File: config.mk
export PLATFORM = sky130hd
export DESIGN_NAME = nestang_core
export DESIGN_NICKNAME = d
export VERILOG_FILES = /design/src/hw/nestang_pkg.sv /design/src/hw/nestang_core.sv /design/src/hw/mem_scheduler.sv /design/src/hw/joypad_port.sv /design/src/hw/pad_mapper.sv /design/src/hw/autofire.sv /design/src/hw/host_regs.sv
export SDC_FILE = /design/constraint.sdc
export NUM_CORES = 1
export LEC_CHECK = 0
export BUFFER_PORTS_ARGS = -buffer_cell sky130_fd_sc_hd__buf_2
export CAP_MARGIN = 20
export CELL_PAD_IN_SITES_DETAIL_PLACEMENT = 2
export CELL_PAD_IN_SITES_GLOBAL_PLACEMENT = 2
export CORE_ASPECT_RATIO = 1.75
export CORE_UTILIZATION = 25
export CTS_CLUSTER_SIZE = 30
export DETAILED_ROUTE_END_ITERATION = 10
export PLACE_DENSITY_LB_ADDON = 0.15
export REMOVE_ABC_BUFFERS = 1
export SLEW_MARGIN = 20
export SYNTH_ARGS = -nofsm -noshare
export SYNTH_HDL_FRONTEND = slang
export SYNTH_SLANG_ARGS = --single-unit
File: constraint.sdc
create_clock -name clk -period 2.6 [get_ports clk]
set_input_delay 0.65 -clock clk [delete_from_list [all_inputs] [get_ports clk]]
set_output_delay 0.65 -clock clk [all_outputs]
set_load 0.05 [all_outputs]
File: src/hw/nestang_pkg.sv
// ----------------------------------------------------------
// nestang package
// host register map, clock-enable phases, memory width and
// the NES and DualShock button bit positions
// ----------------------------------------------------------
package nestang_pkg;

  // host register map
  localparam logic [7:0] REG_LOADER_CONF = 8'h35; // bit 0 holds the loader in reset
  localparam logic [7:0] REG_LOADER_DATA = 8'h37; // one ROM byte per write
  localparam logic [7:0] REG_BTN_P1      = 8'h40;
  localparam logic [7:0] REG_BTN_P2      = 8'h41;

  localparam int MEM_ADDR_W = 22;                 // 4 MB space

  // five-phase clock-enable cycle
  localparam int              PHASE_W       = 3;
  localparam logic [PHASE_W-1:0] NES_CE_LAST   = 3'd4;
  localparam logic [PHASE_W-1:0] PHASE_RUN_MEM = 3'd0;
  localparam logic [PHASE_W-1:0] PHASE_RUN_NES = 3'd4;

  // NES button byte, A at bit 0
  localparam logic [2:0] BTN_A      = 3'd0;
  localparam logic [2:0] BTN_B      = 3'd1;
  localparam logic [2:0] BTN_SELECT = 3'd2;
  localparam logic [2:0] BTN_START  = 3'd3;
  localparam logic [2:0] BTN_UP     = 3'd4;
  localparam logic [2:0] BTN_DOWN   = 3'd5;
  localparam logic [2:0] BTN_LEFT   = 3'd6;
  localparam logic [2:0] BTN_RIGHT  = 3'd7;

  // DualShock receive byte 0 (active low)
  localparam logic [2:0] DS_SELECT = 3'd0;
  localparam logic [2:0] DS_START  = 3'd3;
  localparam logic [2:0] DS_UP     = 3'd4;
  localparam logic [2:0] DS_RIGHT  = 3'd5;
  localparam logic [2:0] DS_DOWN   = 3'd6;
  localparam logic [2:0] DS_LEFT   = 3'd7;

  // DualShock receive byte 1 (active low)
  localparam logic [2:0] DS_TRIANGLE = 3'd4;
  localparam logic [2:0] DS_CIRCLE   = 3'd5;
  localparam logic [2:0] DS_CROSS    = 3'd6;
  localparam logic [2:0] DS_SQUARE   = 3'd7;

endpackage
File: src/hw/nestang_core.sv
// ----------------------------------------------------------
// nestang core
// console glue: host registers, controller mapping and
// joypad ports for two players, memory scheduling
// ----------------------------------------------------------
`timescale 1ns/10ps

module nestang_core #(
  parameter int AUTOFIRE_PERIOD = 16
) (
  input  logic                               clk,
  input  logic                               sys_resetn,
  // host bus
  input  logic                               wb_cyc,
  input  logic                               wb_stb,
  input  logic                               wb_we,
  input  logic [7:0]                         wb_adr,
  input  logic [7:0]                         wb_dat_w,
  output logic [7:0]                         wb_dat_r,
  output logic                               wb_ack,
  // game loader
  output logic [7:0]                         loader_byte,
  output logic                               loader_byte_valid,
  output logic                               loader_reset,
  input  logic [nestang_pkg::MEM_ADDR_W-1:0] loader_addr,
  input  logic [7:0]                         loader_wdata,
  input  logic                               loader_write,
  input  logic                               loader_refresh,
  input  logic                               loader_done,
  // controllers
  input  logic [7:0]                         ds1_rx0,
  input  logic [7:0]                         ds1_rx1,
  input  logic [7:0]                         ds2_rx0,
  input  logic [7:0]                         ds2_rx1,
  input  logic [7:0]                         usb1_btn,
  input  logic                               usb1_x,
  input  logic                               usb1_y,
  input  logic [7:0]                         usb2_btn,
  input  logic                               usb2_x,
  input  logic                               usb2_y,
  input  logic                               nes_strobe,
  input  logic [1:0]                         nes_joy_clk,
  output logic [1:0]                         joy_data,
  output logic [7:0]                         menu_btn,
  // NES and memory controller
  input  logic [nestang_pkg::MEM_ADDR_W-1:0] nes_addr,
  input  logic                               nes_cpu_read,
  input  logic                               nes_ppu_read,
  input  logic                               nes_write,
  input  logic [7:0]                         nes_wdata,
  output logic                               run_nes,
  output logic                               mem_read_a,
  output logic                               mem_read_b,
  output logic                               mem_write,
  output logic                               mem_refresh,
  output logic [nestang_pkg::MEM_ADDR_W-1:0] mem_addr,
  output logic [7:0]                         mem_wdata
);

  logic [7:0] host_btn1;
  logic [7:0] host_btn2;
  logic [7:0] nes_btn1;
  logic [7:0] nes_btn2;

  host_regs host_regs_i (
    .clk(clk), .sys_resetn(sys_resetn),
    .wb_cyc(wb_cyc), .wb_stb(wb_stb), .wb_we(wb_we), .wb_adr(wb_adr),
    .wb_dat_w(wb_dat_w), .wb_dat_r(wb_dat_r), .wb_ack(wb_ack),
    .loader_conf(),                       // only bit 0 is used, inside
    .host_btn1(host_btn1), .host_btn2(host_btn2),
    .loader_byte(loader_byte), .loader_byte_valid(loader_byte_valid),
    .loader_reset(loader_reset)
  );

  pad_mapper #(.AUTOFIRE_PERIOD(AUTOFIRE_PERIOD)) pad1_i (
    .clk(clk), .sys_resetn(sys_resetn), .ds_rx0(ds1_rx0), .ds_rx1(ds1_rx1),
    .usb_btn(usb1_btn), .usb_x(usb1_x), .usb_y(usb1_y),
    .host_btn(host_btn1), .nes_btn(nes_btn1)
  );

  pad_mapper #(.AUTOFIRE_PERIOD(AUTOFIRE_PERIOD)) pad2_i (
    .clk(clk), .sys_resetn(sys_resetn), .ds_rx0(ds2_rx0), .ds_rx1(ds2_rx1),
    .usb_btn(usb2_btn), .usb_x(usb2_x), .usb_y(usb2_y),
    .host_btn(host_btn2), .nes_btn(nes_btn2)
  );

  joypad_port joy1_i (
    .clk(clk), .sys_resetn(sys_resetn), .nes_btn(nes_btn1),
    .strobe(nes_strobe), .joy_clk(nes_joy_clk[0]), .data(joy_data[0])
  );

  joypad_port joy2_i (
    .clk(clk), .sys_resetn(sys_resetn), .nes_btn(nes_btn2),
    .strobe(nes_strobe), .joy_clk(nes_joy_clk[1]), .data(joy_data[1])
  );

  assign menu_btn = nes_btn1 | nes_btn2;  // either player drives the SD menu

  mem_scheduler mem_sched_i (
    .clk(clk), .sys_resetn(sys_resetn), .loader_done(loader_done),
    .nes_addr(nes_addr), .nes_cpu_read(nes_cpu_read), .nes_ppu_read(nes_ppu_read),
    .nes_write(nes_write), .nes_wdata(nes_wdata),
    .loader_addr(loader_addr), .loader_wdata(loader_wdata),
    .loader_write(loader_write), .loader_refresh(loader_refresh),
    .run_nes(run_nes), .mem_read_a(mem_read_a), .mem_read_b(mem_read_b),
    .mem_write(mem_write), .mem_refresh(mem_refresh),
    .mem_addr(mem_addr), .mem_wdata(mem_wdata)
  );

endmodule

File: src/hw/mem_scheduler.sv
// ----------------------------------------------------------
// memory scheduler
// five-phase clock-enable cycle for the NES and the memory
// controller, merges loader and NES commands into one set
// ----------------------------------------------------------
`timescale 1ns/10ps

module mem_scheduler (
  input  logic                               clk,
  input  logic                               sys_resetn,
  input  logic                               loader_done,
  input  logic [nestang_pkg::MEM_ADDR_W-1:0] nes_addr,
  input  logic                               nes_cpu_read,
  input  logic                               nes_ppu_read,
  input  logic                               nes_write,
  input  logic [7:0]                         nes_wdata,
  input  logic [nestang_pkg::MEM_ADDR_W-1:0] loader_addr,
  input  logic [7:0]                         loader_wdata,
  input  logic                               loader_write,
  input  logic                               loader_refresh,
  output logic                               run_nes,
  output logic                               mem_read_a,
  output logic                               mem_read_b,
  output logic                               mem_write,
  output logic                               mem_refresh,
  output logic [nestang_pkg::MEM_ADDR_W-1:0] mem_addr,
  output logic [7:0]                         mem_wdata
);

  logic [nestang_pkg::PHASE_W-1:0] phase;
  logic                            run_mem;
  logic                            nes_idle;

  always_ff @(posedge clk) begin
    if (!sys_resetn)
      phase <= '0;
    else if (phase == nestang_pkg::NES_CE_LAST)
      phase <= '0;
    else
      phase <= phase + 1'b1;
  end

  // NES steps on phase 4 and its command is taken on the next phase 0
  assign run_mem = (phase == nestang_pkg::PHASE_RUN_MEM) & loader_done;
  assign run_nes = (phase == nestang_pkg::PHASE_RUN_NES) & loader_done;

  assign nes_idle = ~nes_cpu_read & ~nes_ppu_read & ~nes_write;

  assign mem_read_a = nes_cpu_read & run_mem;
  assign mem_read_b = nes_ppu_read & run_mem;
  assign mem_write  = (nes_write & run_mem) | loader_write;

  // idle memory slot or a refresh asked for by the loader
  assign mem_refresh = (nes_idle & ~loader_write & run_mem) |
                       (loader_refresh & ~loader_write);

  // loader owns address and data whenever it writes
  assign mem_addr  = loader_write ? loader_addr  : nes_addr;
  assign mem_wdata = loader_write ? loader_wdata : nes_wdata;

  phase_in_range: assert property (@(posedge clk) disable iff (!sys_resetn)
    phase <= nestang_pkg::NES_CE_LAST);

  write_refresh_excl: assert property (@(posedge clk) disable iff (!sys_resetn)
    !(mem_write && mem_refresh));

endmodule

File: src/hw/joypad_port.sv
// ----------------------------------------------------------
// joypad port
// NES controller shift register, parallel load on strobe,
// shift right on the falling edge of the port clock
// ----------------------------------------------------------
`timescale 1ns/10ps

module joypad_port (
  input  logic       clk,
  input  logic       sys_resetn,
  input  logic [7:0] nes_btn,
  input  logic       strobe,
  input  logic       joy_clk,
  output logic       data
);

  logic [7:0] shift_q;
  logic       joy_clk_q;   // port clock level from last cycle
  logic       joy_fall;

  assign joy_fall = joy_clk_q & ~joy_clk;

  always_ff @(posedge clk) begin
    if (!sys_resetn) begin
      shift_q   <= 8'h00;
      joy_clk_q <= 1'b0;
    end else begin
      joy_clk_q <= joy_clk;
      // a shift in the same cycle as strobe takes priority
      if (joy_fall)
        shift_q <= {1'b0, shift_q[7:1]};
      else if (strobe)
        shift_q <= nes_btn;
    end
  end

  assign data = shift_q[0];   // A first, then B, select, start...

endmodule

File: src/hw/pad_mapper.sv
// ----------------------------------------------------------
// pad mapper
// one player's DualShock and USB gamepad state to an NES
// button byte, turbo on square (B) and triangle (A)
// ----------------------------------------------------------
`timescale 1ns/10ps

module pad_mapper #(
  parameter int AUTOFIRE_PERIOD = 16
) (
  input  logic       clk,
  input  logic       sys_resetn,
  input  logic [7:0] ds_rx0,     // active low
  input  logic [7:0] ds_rx1,     // active low
  input  logic [7:0] usb_btn,    // already in NES order
  input  logic       usb_x,
  input  logic       usb_y,
  input  logic [7:0] host_btn,
  output logic [7:0] nes_btn
);

  logic       turbo_b;
  logic       turbo_a;
  logic [7:0] ds_btn;

  autofire #(
    .AUTOFIRE_PERIOD(AUTOFIRE_PERIOD)
  ) af_b_i (
    .clk       (clk),
    .sys_resetn(sys_resetn),
    .btn       (~ds_rx1[nestang_pkg::DS_SQUARE] | usb_y),
    .turbo     (turbo_b)
  );

  autofire #(
    .AUTOFIRE_PERIOD(AUTOFIRE_PERIOD)
  ) af_a_i (
    .clk       (clk),
    .sys_resetn(sys_resetn),
    .btn       (~ds_rx1[nestang_pkg::DS_TRIANGLE] | usb_x),
    .turbo     (turbo_a)
  );

  // cross is B, circle is A
  always_comb begin
    ds_btn = 8'h00;
    ds_btn[nestang_pkg::BTN_RIGHT]  = ~ds_rx0[nestang_pkg::DS_RIGHT];
    ds_btn[nestang_pkg::BTN_LEFT]   = ~ds_rx0[nestang_pkg::DS_LEFT];
    ds_btn[nestang_pkg::BTN_DOWN]   = ~ds_rx0[nestang_pkg::DS_DOWN];
    ds_btn[nestang_pkg::BTN_UP]     = ~ds_rx0[nestang_pkg::DS_UP];
    ds_btn[nestang_pkg::BTN_START]  = ~ds_rx0[nestang_pkg::DS_START];
    ds_btn[nestang_pkg::BTN_SELECT] = ~ds_rx0[nestang_pkg::DS_SELECT];
    ds_btn[nestang_pkg::BTN_B]      = ~ds_rx1[nestang_pkg::DS_CROSS] | turbo_b;
    ds_btn[nestang_pkg::BTN_A]      = ~ds_rx1[nestang_pkg::DS_CIRCLE] | turbo_a;
  end

  assign nes_btn = ds_btn | usb_btn | host_btn;

endmodule

File: src/hw/autofire.sv
// ----------------------------------------------------------
// autofire
// toggles the turbo output every AUTOFIRE_PERIOD cycles
// while the button is held
// ----------------------------------------------------------
`timescale 1ns/10ps

module autofire #(
  parameter int AUTOFIRE_PERIOD = 16
) (
  input  logic clk,
  input  logic sys_resetn,
  input  logic btn,
  output logic turbo
);

  localparam int CNT_W = (AUTOFIRE_PERIOD > 1) ? $clog2(AUTOFIRE_PERIOD) : 1;
  localparam logic [CNT_W-1:0] CNT_LAST = CNT_W'(AUTOFIRE_PERIOD - 1);

  logic [CNT_W-1:0] cnt;

  always_ff @(posedge clk) begin
    if (!sys_resetn || !btn) begin  // released button restarts the burst
      cnt   <= '0;
      turbo <= 1'b0;
    end else if (cnt == CNT_LAST) begin
      cnt   <= '0;
      turbo <= ~turbo;
    end else begin
      cnt <= cnt + 1'b1;
    end
  end

endmodule

File: src/hw/host_regs.sv
// ----------------------------------------------------------
// host register port
// wishbone classic slave with loader config, injected
// buttons and the ROM byte stream for the game loader
// ----------------------------------------------------------
`timescale 1ns/10ps

module host_regs (
  input  logic       clk,
  input  logic       sys_resetn,
  input  logic       wb_cyc,
  input  logic       wb_stb,
  input  logic       wb_we,
  input  logic [7:0] wb_adr,
  input  logic [7:0] wb_dat_w,
  output logic [7:0] wb_dat_r,
  output logic       wb_ack,
  output logic [7:0] loader_conf,
  output logic [7:0] host_btn1,
  output logic [7:0] host_btn2,
  output logic [7:0] loader_byte,
  output logic       loader_byte_valid,
  output logic       loader_reset
);

  logic       wb_req;     // new access not yet acked
  logic       wr_data;
  logic [7:0] rd_mux;

  assign wb_req  = wb_cyc & wb_stb & ~wb_ack;
  assign wr_data = wb_req & wb_we & (wb_adr == nestang_pkg::REG_LOADER_DATA);

  always_comb begin
    case (wb_adr)
      nestang_pkg::REG_LOADER_CONF: rd_mux = loader_conf;
      nestang_pkg::REG_BTN_P1:      rd_mux = host_btn1;
      nestang_pkg::REG_BTN_P2:      rd_mux = host_btn2;
      default:                      rd_mux = 8'h00; // data port reads back 0
    endcase
  end

  always_ff @(posedge clk) begin
    if (!sys_resetn) begin
      wb_ack            <= 1'b0;
      loader_byte_valid <= 1'b0;
      loader_reset      <= 1'b1;
      loader_conf       <= 8'h00;
      host_btn1         <= 8'h00;
      host_btn2         <= 8'h00;
    end else begin
      wb_ack            <= wb_req;   // drops for a cycle between accesses
      loader_byte_valid <= wr_data;
      loader_reset      <= loader_conf[0];
      if (wb_req && wb_we) begin
        case (wb_adr)
          nestang_pkg::REG_LOADER_CONF: loader_conf <= wb_dat_w;
          nestang_pkg::REG_BTN_P1:      host_btn1   <= wb_dat_w;
          nestang_pkg::REG_BTN_P2:      host_btn2   <= wb_dat_w;
          default: ;
        endcase
      end
    end
  end

  // read data and loader byte registers
  always_ff @(posedge clk) begin
    if (wb_req && !wb_we)
      wb_dat_r <= rd_mux;
    if (wr_data)
      loader_byte <= wb_dat_w;
  end

  ack_single_cycle: assert property (@(posedge clk) disable iff (!sys_resetn)
    wb_ack |=> !wb_ack);

endmodule

# Word level (Yosys, flattened, before mapping)
# Cells that the tools add are included.
dict set report word_totals {
  reg_bits 84
  inputBits 142
  output_inout_bits 64
  elab_cells 132
}
dict set report classes {
  n_addsub 5
  n_eq_ne 9
  muxes 7
  bitwise_logic 63
  n_reduce_logical 25
}
# op count
set op_table {}
lappend op_table {{OR 8 bit} 5}
lappend op_table {{inverter 1 bit} 32}
lappend op_table {{two-way mux 7 bit} 4}
lappend op_table {{case mux 8 bit (3 select lines)} 1}
lappend op_table {{two-way mux 22 bit} 1}
lappend op_table {{adder 4 x 1 -> 4 bit, second input constant} 4}
lappend op_table {{bitwise AND 1 bit} 16}
lappend op_table {{== test 4 bit, second input constant} 4}
lappend op_table {{== test 8 x 6 -> 1 bit, second input constant} 2}
lappend op_table {{== test 8 x 7 -> 1 bit, second input constant} 2}
lappend op_table {{OR reduction 2 bit} 7}
lappend op_table {{OR 1 bit} 10}
lappend op_table {{two-way mux 8 bit} 1}
lappend op_table {{zero test 1 bit} 6}
lappend op_table {{AND reduction 2 bit} 3}
lappend op_table {{logical OR 1 bit} 4}
lappend op_table {{nonzero test 2 bit} 2}
lappend op_table {{adder 3 x 1 -> 3 bit, second input constant} 1}
lappend op_table {{== test 3 bit, second input constant} 1}
lappend op_table {{zero test 3 bit} 1}
lappend op_table {{logical AND 1 bit} 2}

# Logic depth before layout (Yosys ltp)
# Gate-level depths: netlist of run 1.
dict set report logic_depth {
  ltp_word 6
  ltp_mapped 5
  depth_no_buf 5
}

# Modules after synthesis
# Synthesis of run 1 repeated with hierarchy kept, for this count alone.
dict set report unflattened {
  hier_cells 376
  area_unflattened_um2 4251.6
}
# module n_inst cells_per_inst area_each_um2 seq_area_each_um2
set by_module_without_submodules {}
lappend by_module_without_submodules {host_regs 1 149 1721.7 1021.0}
lappend by_module_without_submodules {joypad_port 2 38 435.4 180.2}
lappend by_module_without_submodules {autofire 4 17 185.2 100.1}
lappend by_module_without_submodules {mem_scheduler 1 55 698.2 60.1}
lappend by_module_without_submodules {pad_mapper 2 10 85.1 0.0}
lappend by_module_without_submodules {nestang_core 1 8 50.0 0.0}

# Worst setup path before layout of run 1
# Ideal clock, no wire load.
dict set report synth_timing {
  path_type {input to output}
  from {in loader_write}
  to {out mem_refresh}
  arrival_ns 1.693
  t_required_ns 1.950
  setup_slack_ns 0.257
  stages 3
  n_path_buf 2
  cell_sequence {clkbuf_1 -> buf_1 -> nor2_1}
}
dict set report synth_between {
  elab_chain_cells 4
  elab_cells_between_ends 5
  cone_classes {bitwise (5)}
}
# element line
set synth_lines {}
lappend synth_lines {{start: declaration} nestang_core.sv:27} ;# input logic loader_write,
lappend synth_lines {{inverter 1 bit *} {mem_scheduler.sv:54, mem_scheduler.sv:55}}
lappend synth_lines {{bitwise AND 1 bit (2 in series)} mem_scheduler.sv:54} ;# assign mem_refresh = (nes_idle & ~loader_write & run_mem) |
lappend synth_lines {{OR 1 bit *} mem_scheduler.sv:54}
lappend synth_lines {{end: declaration} nestang_core.sv:55} ;# output logic mem_refresh,
# Every way passes the cells marked *; elsewhere a longest branch is shown, timed or not.

# Worst setup path in the final report of run 1
dict set report layout_timing {
  from {reg mem_sched_i.phase[0] in the netlist's numbering}
  to {out mem_refresh}
}
dict set report layout_between {
  elab_chain_cells 4
}
# element line
set layout_lines {}
lappend layout_lines {{start: declaration} mem_scheduler.sv:30} ;# logic [nestang_pkg::PHASE_W-1:0] phase;
lappend layout_lines {{start signal: assignment} mem_scheduler.sv:40} ;# phase <= phase + 1'b1;
lappend layout_lines {{zero test 3 bit} mem_scheduler.sv:44} ;# assign run_mem = (phase == nestang_pkg::PHASE_RUN_MEM) & loader_done;
lappend layout_lines {{bitwise AND 1 bit} mem_scheduler.sv:44}
lappend layout_lines {{bitwise AND 1 bit} mem_scheduler.sv:54}
lappend layout_lines {{OR 1 bit} mem_scheduler.sv:54}
# No other way between the ends.

==> results of run 1 <==
cells in the mapped netlist (4+ instances only):
cell type  number
and2_1          5
a221o_1         8
o21ai_0         4
buf_1           4
nor3_1         11
nor2_1         40
xnor2_1         4
nor3b_1        12
ha_1            6
inv_1          18
nand3_1         8
o211ai_1        4
mux2i_1        25
nor4b_1         4
a21oi_1        15
clkbuf_1       12
mux2_2         30
nand2_1        56
a211o_1        14
edfxtp_1       16
dfxtp_1        68
xor2_1          8
sequential cells by signal, indices dropped and copies added, names as in the netlist:
name and count:
host_regs_i.wb_ack 1, host_regs_i.host_btn1 8, host_regs_i.loader_reset 1, pad1_i.af_b_i.turbo 1, host_regs_i.host_btn2 8, pad1_i.af_b_i.cnt 4
mem_sched_i.phase 3, pad1_i.af_a_i.turbo 1, host_regs_i.loader_byte 8, joy2_i.shift_q 8, pad2_i.af_a_i.cnt 4, pad2_i.af_a_i.turbo 1
pad2_i.af_b_i.cnt 4, joy2_i.joy_clk_q 1, joy1_i.joy_clk_q 1, host_regs_i.loader_byte_valid 1, host_regs_i.loader_conf 8, host_regs_i.wb_dat_r 8
pad2_i.af_b_i.turbo 1, pad1_i.af_a_i.cnt 4, joy1_i.shift_q 8
final cells by class:
cell class	instances	area share
antenna	2	0.000913
clock buffer	10	0.0436
clock inverter	6	0.00867
inverter	19	0.0130
multi-input combinational	278	0.352
sequential	84	0.336
tap	186	0.0424
timing repair buffer	210	0.204
worst max path at each step:
stage / startpoint / endpoint / cells past startpoint
detailed placement: wb_adr[3] / host_regs_i.loader_conf[4] / 4
global placement: usb2_btn[0] / menu_btn[0] / 4
floorplan: wb_adr[7] / host_regs_i.loader_byte[0] / 2
finish: mem_sched_i.phase[0] / mem_refresh / 6
CTS: host_regs_i.host_btn2[0] / menu_btn[0] / 3
global route: mem_sched_i.phase[0] / mem_refresh / 6
through the flow:
step	power (µW)	hold WS [ns]	area [µm²]	worst slack (ns)
after detailed placement	2020	0.444	5190	0.277
after global placement	2000	0.427	5190	0.297
after floorplan	1770	0.418	3830	0.301
after global routing	3340	0.468	5480	0.228
after CTS	3260	0.458	5480	0.301
final	3200	0.450	5480	0.349
worst max-delay path, cell delays in order, from the launching register on:
cell and delay, ns:
dfxtp_1 0.34, inv_1 0.06, ha_1 0.23, and3b_1 0.23
a21oi_1 0.15, nor2_1 0.05, buf_2 0.20
kinds of logic (layout without fill, tap and decap cells):
logic type               Yosys count  count (layout)
AND/OR/NAND/NOR                  157             157
buffers and inverters             39             245
AO/OA/AOI/OAI                     48              48
flip-flops                        84              84
XOR/XNOR                          12              12
multiplexers                      55              55
other                              0               2
adder cells (fa/ha/maj)            6               6
metal layers:
metal,vias up,share of wire
met5,-,0.00085
met4,2,0.018
met3,16,0.061
met2,152,0.61
met1,1819,0.31
li1,1806,-
power by group through the flow:
stage | Combinational, µW | Clock [µW] | Sequential (µW)
2_1_floorplan | 324 | 0 | 1440
3_3_place_gp | 579 | 0 | 1420
3_5_place_dp | 598 | 0 | 1420
6_report | 587 | 1220 | 1390
4_1_cts | 600 | 1260 | 1390
5_1_grt | 631 | 1310 | 1400
==> impl_metrics.json, run 1 <==
{
  "tns_ns": 0,
  "use_met2": 0.371,
  "rsz0062_at_grt": "false",
  "postCtsHoldBufs": 0,
  "antenna_found_initial": 3,
  "synth_warnings": 0,
  "hp-class": "reg2reg",
  "drive_gt1_frac": 0.433,
  "reg2reg_depth": 3,
  "period_minus_slack_ns": 2.25,
  "synth_seq_cells": 84,
  "ioPinCount": 206,
  "yosysSeqAreaShare": 0.470,
  "core_area_um2": 15400,
  "seq_area_um2": 1840,
  "power.density_nw_per_um2": 583,
  "final_core_util": 0.356,
  "netlist.area_leader.share": 0.347,
  "layout_commonest_cell": "buf_2",
  "clockBufferDepth": 2,
  "grt_usage": 0.174,
  "finClkSkew_ns": 0.00915,
  "async_reset_ff_frac": 0,
  "met3_usage": 0.0413,
  "synth_cells": 401,
  "stdcell_count": 795,
  "htreeDepth": 3,
  "post_cts_buffers": 0,
  "finalSetupViolCount": 0,
  "wirelength_um": 14000,
  "cts_resized": 0,
  "cp_max_fo": 4,
  "yosys.area.top_type": "dfxtp_1",
  "crit_type": "reg2out",
  "synth-xor-area-share": 0.0268,
  "synth_area_um2": 3920,
  "grt_max_degree": 37,
  "ys_top_cells_by_area": "dfxtp_1, edfxtp_1, mux2_2, mux2i_1, nand2_1",
  "fmaxAchievable_mhz": 444,
  "min_path_cells": 1,
  "synth-edff-count": 16,
  "cts_tree": "built",
  "synthMuxAreaShare": 0.150,
  "status": "complete, no violations",
  "mostFrequentLayoutCells": "buf_2, dfxtp_1, nand2_1",
  "vias": 3795,
  "avgViaCountPerCell": 4.77,
  "drv_cap": 0,
  "postRouteAntennaNets": 0,
  "seqPwrFrac": 0.435,
  "drt-wirelength-per-cell_um": 17.7,
  "synth_compound_area_frac": 0.0900,
  "grt_pass1_vias": 4195,
  "clkTransAtPathRegs_ns": 0.06,
  "vdd_drop_max_uv": 287,
  "cts.sinks": 84,
  "switchingPower_uw": 936,
  "drcViolationCount": 0,
  "syn_avg_cell_area_um2": 9.78,
  "drv_slew": 0,
  "area_growth_pct": 39.8,
  "relSlewSlack": 0.626,
  "clock-root-buffer": "clkbuf_16",
  "dr.pass1.iters": 4,
  "fill_cells": 1761,
  "hold_path_end": "pad1_i.af_b_i.cnt[0]",
  "use_met1": 0.147,
  "grt_pass1_wl_um": 21700,
  "crit_path_end_kind": "output port",
  "min_period_over_period": 0.866,
  "synth_fa_ha_area_frac": 0.0191,
  "start_kind": "flip-flop",
  "synth_ff_type": "dfxtp_1",
  "required_ns": 1.95,
  "reg2reg_from": "host_regs_i.wb_ack",
  "hold_violations": 0,
  "grt-busiest-layer": "met2",
  "fp-row-count": 60,
  "cts_buffers": 9,
  "tightest_slew_ns": 0.561,
  "fp.dieW_um": 96.7,
  "io_buffer_count": 193,
  "p_int_uw": 2260,
  "die-area_um2": 16200,
  "clk_latency_ns": 0.34,
  "yosys.area_share.simple": 0.204,
  "ys_types": 41,
  "nets": 750,
  "placed_cells": 777,
  "hpwl_um": 11800,
  "cellLeakagePower_uw": 0.00244,
  "worstReg2RegEnd": "host_regs_i.loader_conf[5]",
  "sw_frac_of_total": 0.292,
  "hp-start": "pad1_i.af_b_i.cnt[0]",
  "gr-total-overflow": 0,
  "place_congestion": 0.708,
  "synth_top_family_by_area": "simple AND/OR/NAND/NOR gates",
  "drt_iter0_drc": 102,
  "multi_input_area_um2": 1930,
  "worstPathArrival_ns": 1.60,
  "p_comb_frac": 0.184,
  "start_util": 0.255,
  "dieHeight_um": 168,
  "clkPwrFrac": 0.381,
  "rrSetupSlack_ns": 0.87
}
No activity file was read; power rests on OpenSTA's default activity.
==> inputs of run 2 (changes only) <==
--- a/config.mk
+++ b/config.mk
@@ -5,12 +5,13 @@
 export SDC_FILE = /design/constraint.sdc
 export NUM_CORES = 1
 export LEC_CHECK = 0
+export ABC_AREA = 1
 export BUFFER_PORTS_ARGS = -buffer_cell sky130_fd_sc_hd__buf_2
 export CAP_MARGIN = 20
 export CELL_PAD_IN_SITES_DETAIL_PLACEMENT = 2
 export CELL_PAD_IN_SITES_GLOBAL_PLACEMENT = 2
 export CORE_ASPECT_RATIO = 1.75
-export CORE_UTILIZATION = 25
+export CORE_UTILIZATION = 23
 export CTS_CLUSTER_SIZE = 30
 export DETAILED_ROUTE_END_ITERATION = 10
 export PLACE_DENSITY_LB_ADDON = 0.15
==> impl_metrics.json, run 2 <==
{
  "required_ns": 1.95,
  "placed_cells": 1030,
  "synthMuxAreaShare": 0,
  "synth-xor-area-share": 0.0103,
  "async_reset_ff_frac": 0,
  "synth_area_um2": 4260,
  "cts_tree": "built",
  "synth_fa_ha_area_frac": 0.0176,
  "synth_compound_area_frac": 0.0512,
  "ys_top_cells_by_count": "nand2_1, nor2_1, dfxtp_1",
  "syn_avg_cell_area_um2": 6.94,
  "hp-start": "pad1_i.af_a_i.cnt[0]",
  "min_period_over_period": 0.883,
  "ys_types": 30,
  "rsz0062_at_grt": "false",
  "clock-root-buffer": "clkbuf_16",
  "rrSetupSlack_ns": 1.14,
  "io_buffer_count": 193,
  "tightest_slew_ns": 0.604,
  "postCtsHoldBufs": 0,
  "vias": 4667,
  "drv_cap": 0,
  "switchingPower_uw": 969,
  "hp-class": "reg2reg",
  "cts_resized": 0,
  "period_minus_slack_ns": 2.30,
  "drt-wirelength-per-cell_um": 15.1,
  "yosysSeqAreaShare": 0.433,
  "reg2reg_from": "host_regs_i.wb_ack",
  "grt_pass1_wl_um": 25800,
  "die-area_um2": 19100,
  "vdd_drop_max_uv": 312,
  "dieHeight_um": 182,
  "hpwl_um": 13000,
  "post_cts_buffers": 0,
  "p_int_uw": 2280,
  "avgViaCountPerCell": 4.47,
  "finClkSkew_ns": 0.00941,
  "synth_warnings": 0,
  "fp-row-count": 65,
  "status": "complete, no violations",
  "place_area_um2": 5470,
  "fill_cells": 2272,
  "layout_commonest_cell": "nand2_1",
  "drt_iter0_drc": 176,
  "dr.pass1.iters": 4,
  "place_congestion": 0.784,
  "tns_ns": 0,
  "worstReg2RegEnd": "host_regs_i.host_btn1[4]",
  "yosys.area.top_type": "dfxtp_1",
  "grt_usage": 0.174,
  "synth-edff-count": 16,
  "hold_violations": 0,
  "ys_top_cells_by_area": "dfxtp_1, nand2_1, edfxtp_1, nor2_1, inv_1",
  "seqPwrFrac": 0.427,
  "min_path_cells": 1,
  "fin_area_um2": 5750,
  "clockBufferDepth": 2,
  "drv_slew": 0,
  "start_kind": "input port",
  "p_comb_frac": 0.190,
  "grt_max_degree": 40,
  "hold_ws_ns": 0.452,
  "drcViolationCount": 0,
  "crit_path_end_kind": "output port",
  "hold_path_end": "pad1_i.af_a_i.cnt[0]",
  "cp_max_fo": 33,
  "multi_input_area_um2": 2020,
  "reg2reg_depth": 6,
  "finalSetupViolCount": 0,
  "sw_frac_of_total": 0.298,
  "yosysMostFrequentCell": "nand2_1",
  "synth_top_family_by_area": "simple AND/OR/NAND/NOR gates",
  "synth_seq_cells": 84,
  "gr-total-overflow": 0,
  "worstPathArrival_ns": 1.65,
  "area_growth_pct": 35.0,
  "cts_buffers": 9,
  "cellLeakagePower_uw": 0.00289,
  "clkTransAtPathRegs_ns": 0.06,
  "grt_pass1_vias": 5189,
  "synth_ff_type": "dfxtp_1",
  "fp.dieW_um": 105,
  "postRouteAntennaNets": 0,
  "core_area_um2": 18100,
  "seq_area_um2": 1840,
  "mostFrequentLayoutCells": "nand2_1, buf_2, nor2_1",
  "antenna_found_initial": 0,
  "power.density_nw_per_um2": 566,
  "drive_gt1_frac": 0.297,
  "cts.sinks": 84,
  "crit_type": "in2out",
  "clk_latency_ns": 0.35,
  "relSlewSlack": 0.596,
  "final_core_util": 0.318,
  "clkPwrFrac": 0.383,
  "start_util": 0.236,
  "netlist.area_leader.share": 0.320,
  "ioPinCount": 206,
  "stdcell_count": 1045,
  "yosys.area_share.simple": 0.395,
  "synth_cells": 613,
  "fmaxAchievable_mhz": 435,
  "nets": 955,
  "diodes": 0,
  "htreeDepth": 3,
  "wirelength_um": 15800
}
run 2: cell count changes after synthesis, sizes merged, moves of 9 or more:
cell,previous run,this run
nand2,56,215
nor2,40,107
inv,18,69
nand3,8,49
mux2,30,0
mux2i,25,0
a211o,14,0
nor3,12,3
nor3b,12,3
run 2: cell type report:
class / count / share of cell area
repair buffers: 203 / 0.183
multi-input cells: 440 / 0.351
flip-flops and latches: 84 / 0.320
inverters: 69 / 0.0451
clock inverters: 2 / 0.00174
well taps: 234 / 0.0509
clock buffers: 13 / 0.0472
run 2: power by group through the flow:
stage	sequential, µW	combinational [µW]	clock, µW
global route	1390	681	1350
finish	1390	618	1250
global placement	1410	604	0
floorplan	1430	354	0
detailed placement	1420	629	0
CTS	1390	632	1300
run 2: logic make-up after synthesis:
logic type                 Yosys count
adders and majority gates            6
and+or+nand+nor                    390
buffers and inverters               89
xor gates and xnor gates             5
AOI/OAI and AO/OA                   39
DFF                                 84
run 2: metrics by stage:
stage,worst slack (ns),power [µW]
floorplan,-0.419,1780
global placement,0.280,2020
detailed placement,0.284,2050
CTS,0.282,3320
global route,0.215,3430
finish,0.303,3250
run 2: metal layers:
metal / routed length [µm] / global-route usage
met5: 0 / 0
met4: 327 / 0.0654
met3: 930 / 0.0391
met2: 8910 / 0.357
met1: 5610 / 0.161
run 2: critical path: stages:
cell and delay, ns:
buf_2 0.17, inv_1 0.12, buf_12 0.19, nand4_1 0.09, o21ai_0 0.13, buf_2 0.28
run 2: worst max-delay path by stage:
stage	startpoint	endpoint	cells past startpoint	slack, ns
final	loader_write	mem_refresh	6	0.30
after global routing	loader_write	mem_refresh	6	0.21
after CTS	loader_write	mem_refresh	6	0.28
after detailed placement	loader_write	mem_refresh	6	0.28
after global placement	loader_write	mem_refresh	6	0.28
after floorplan	loader_write	mem_refresh	3	-0.42
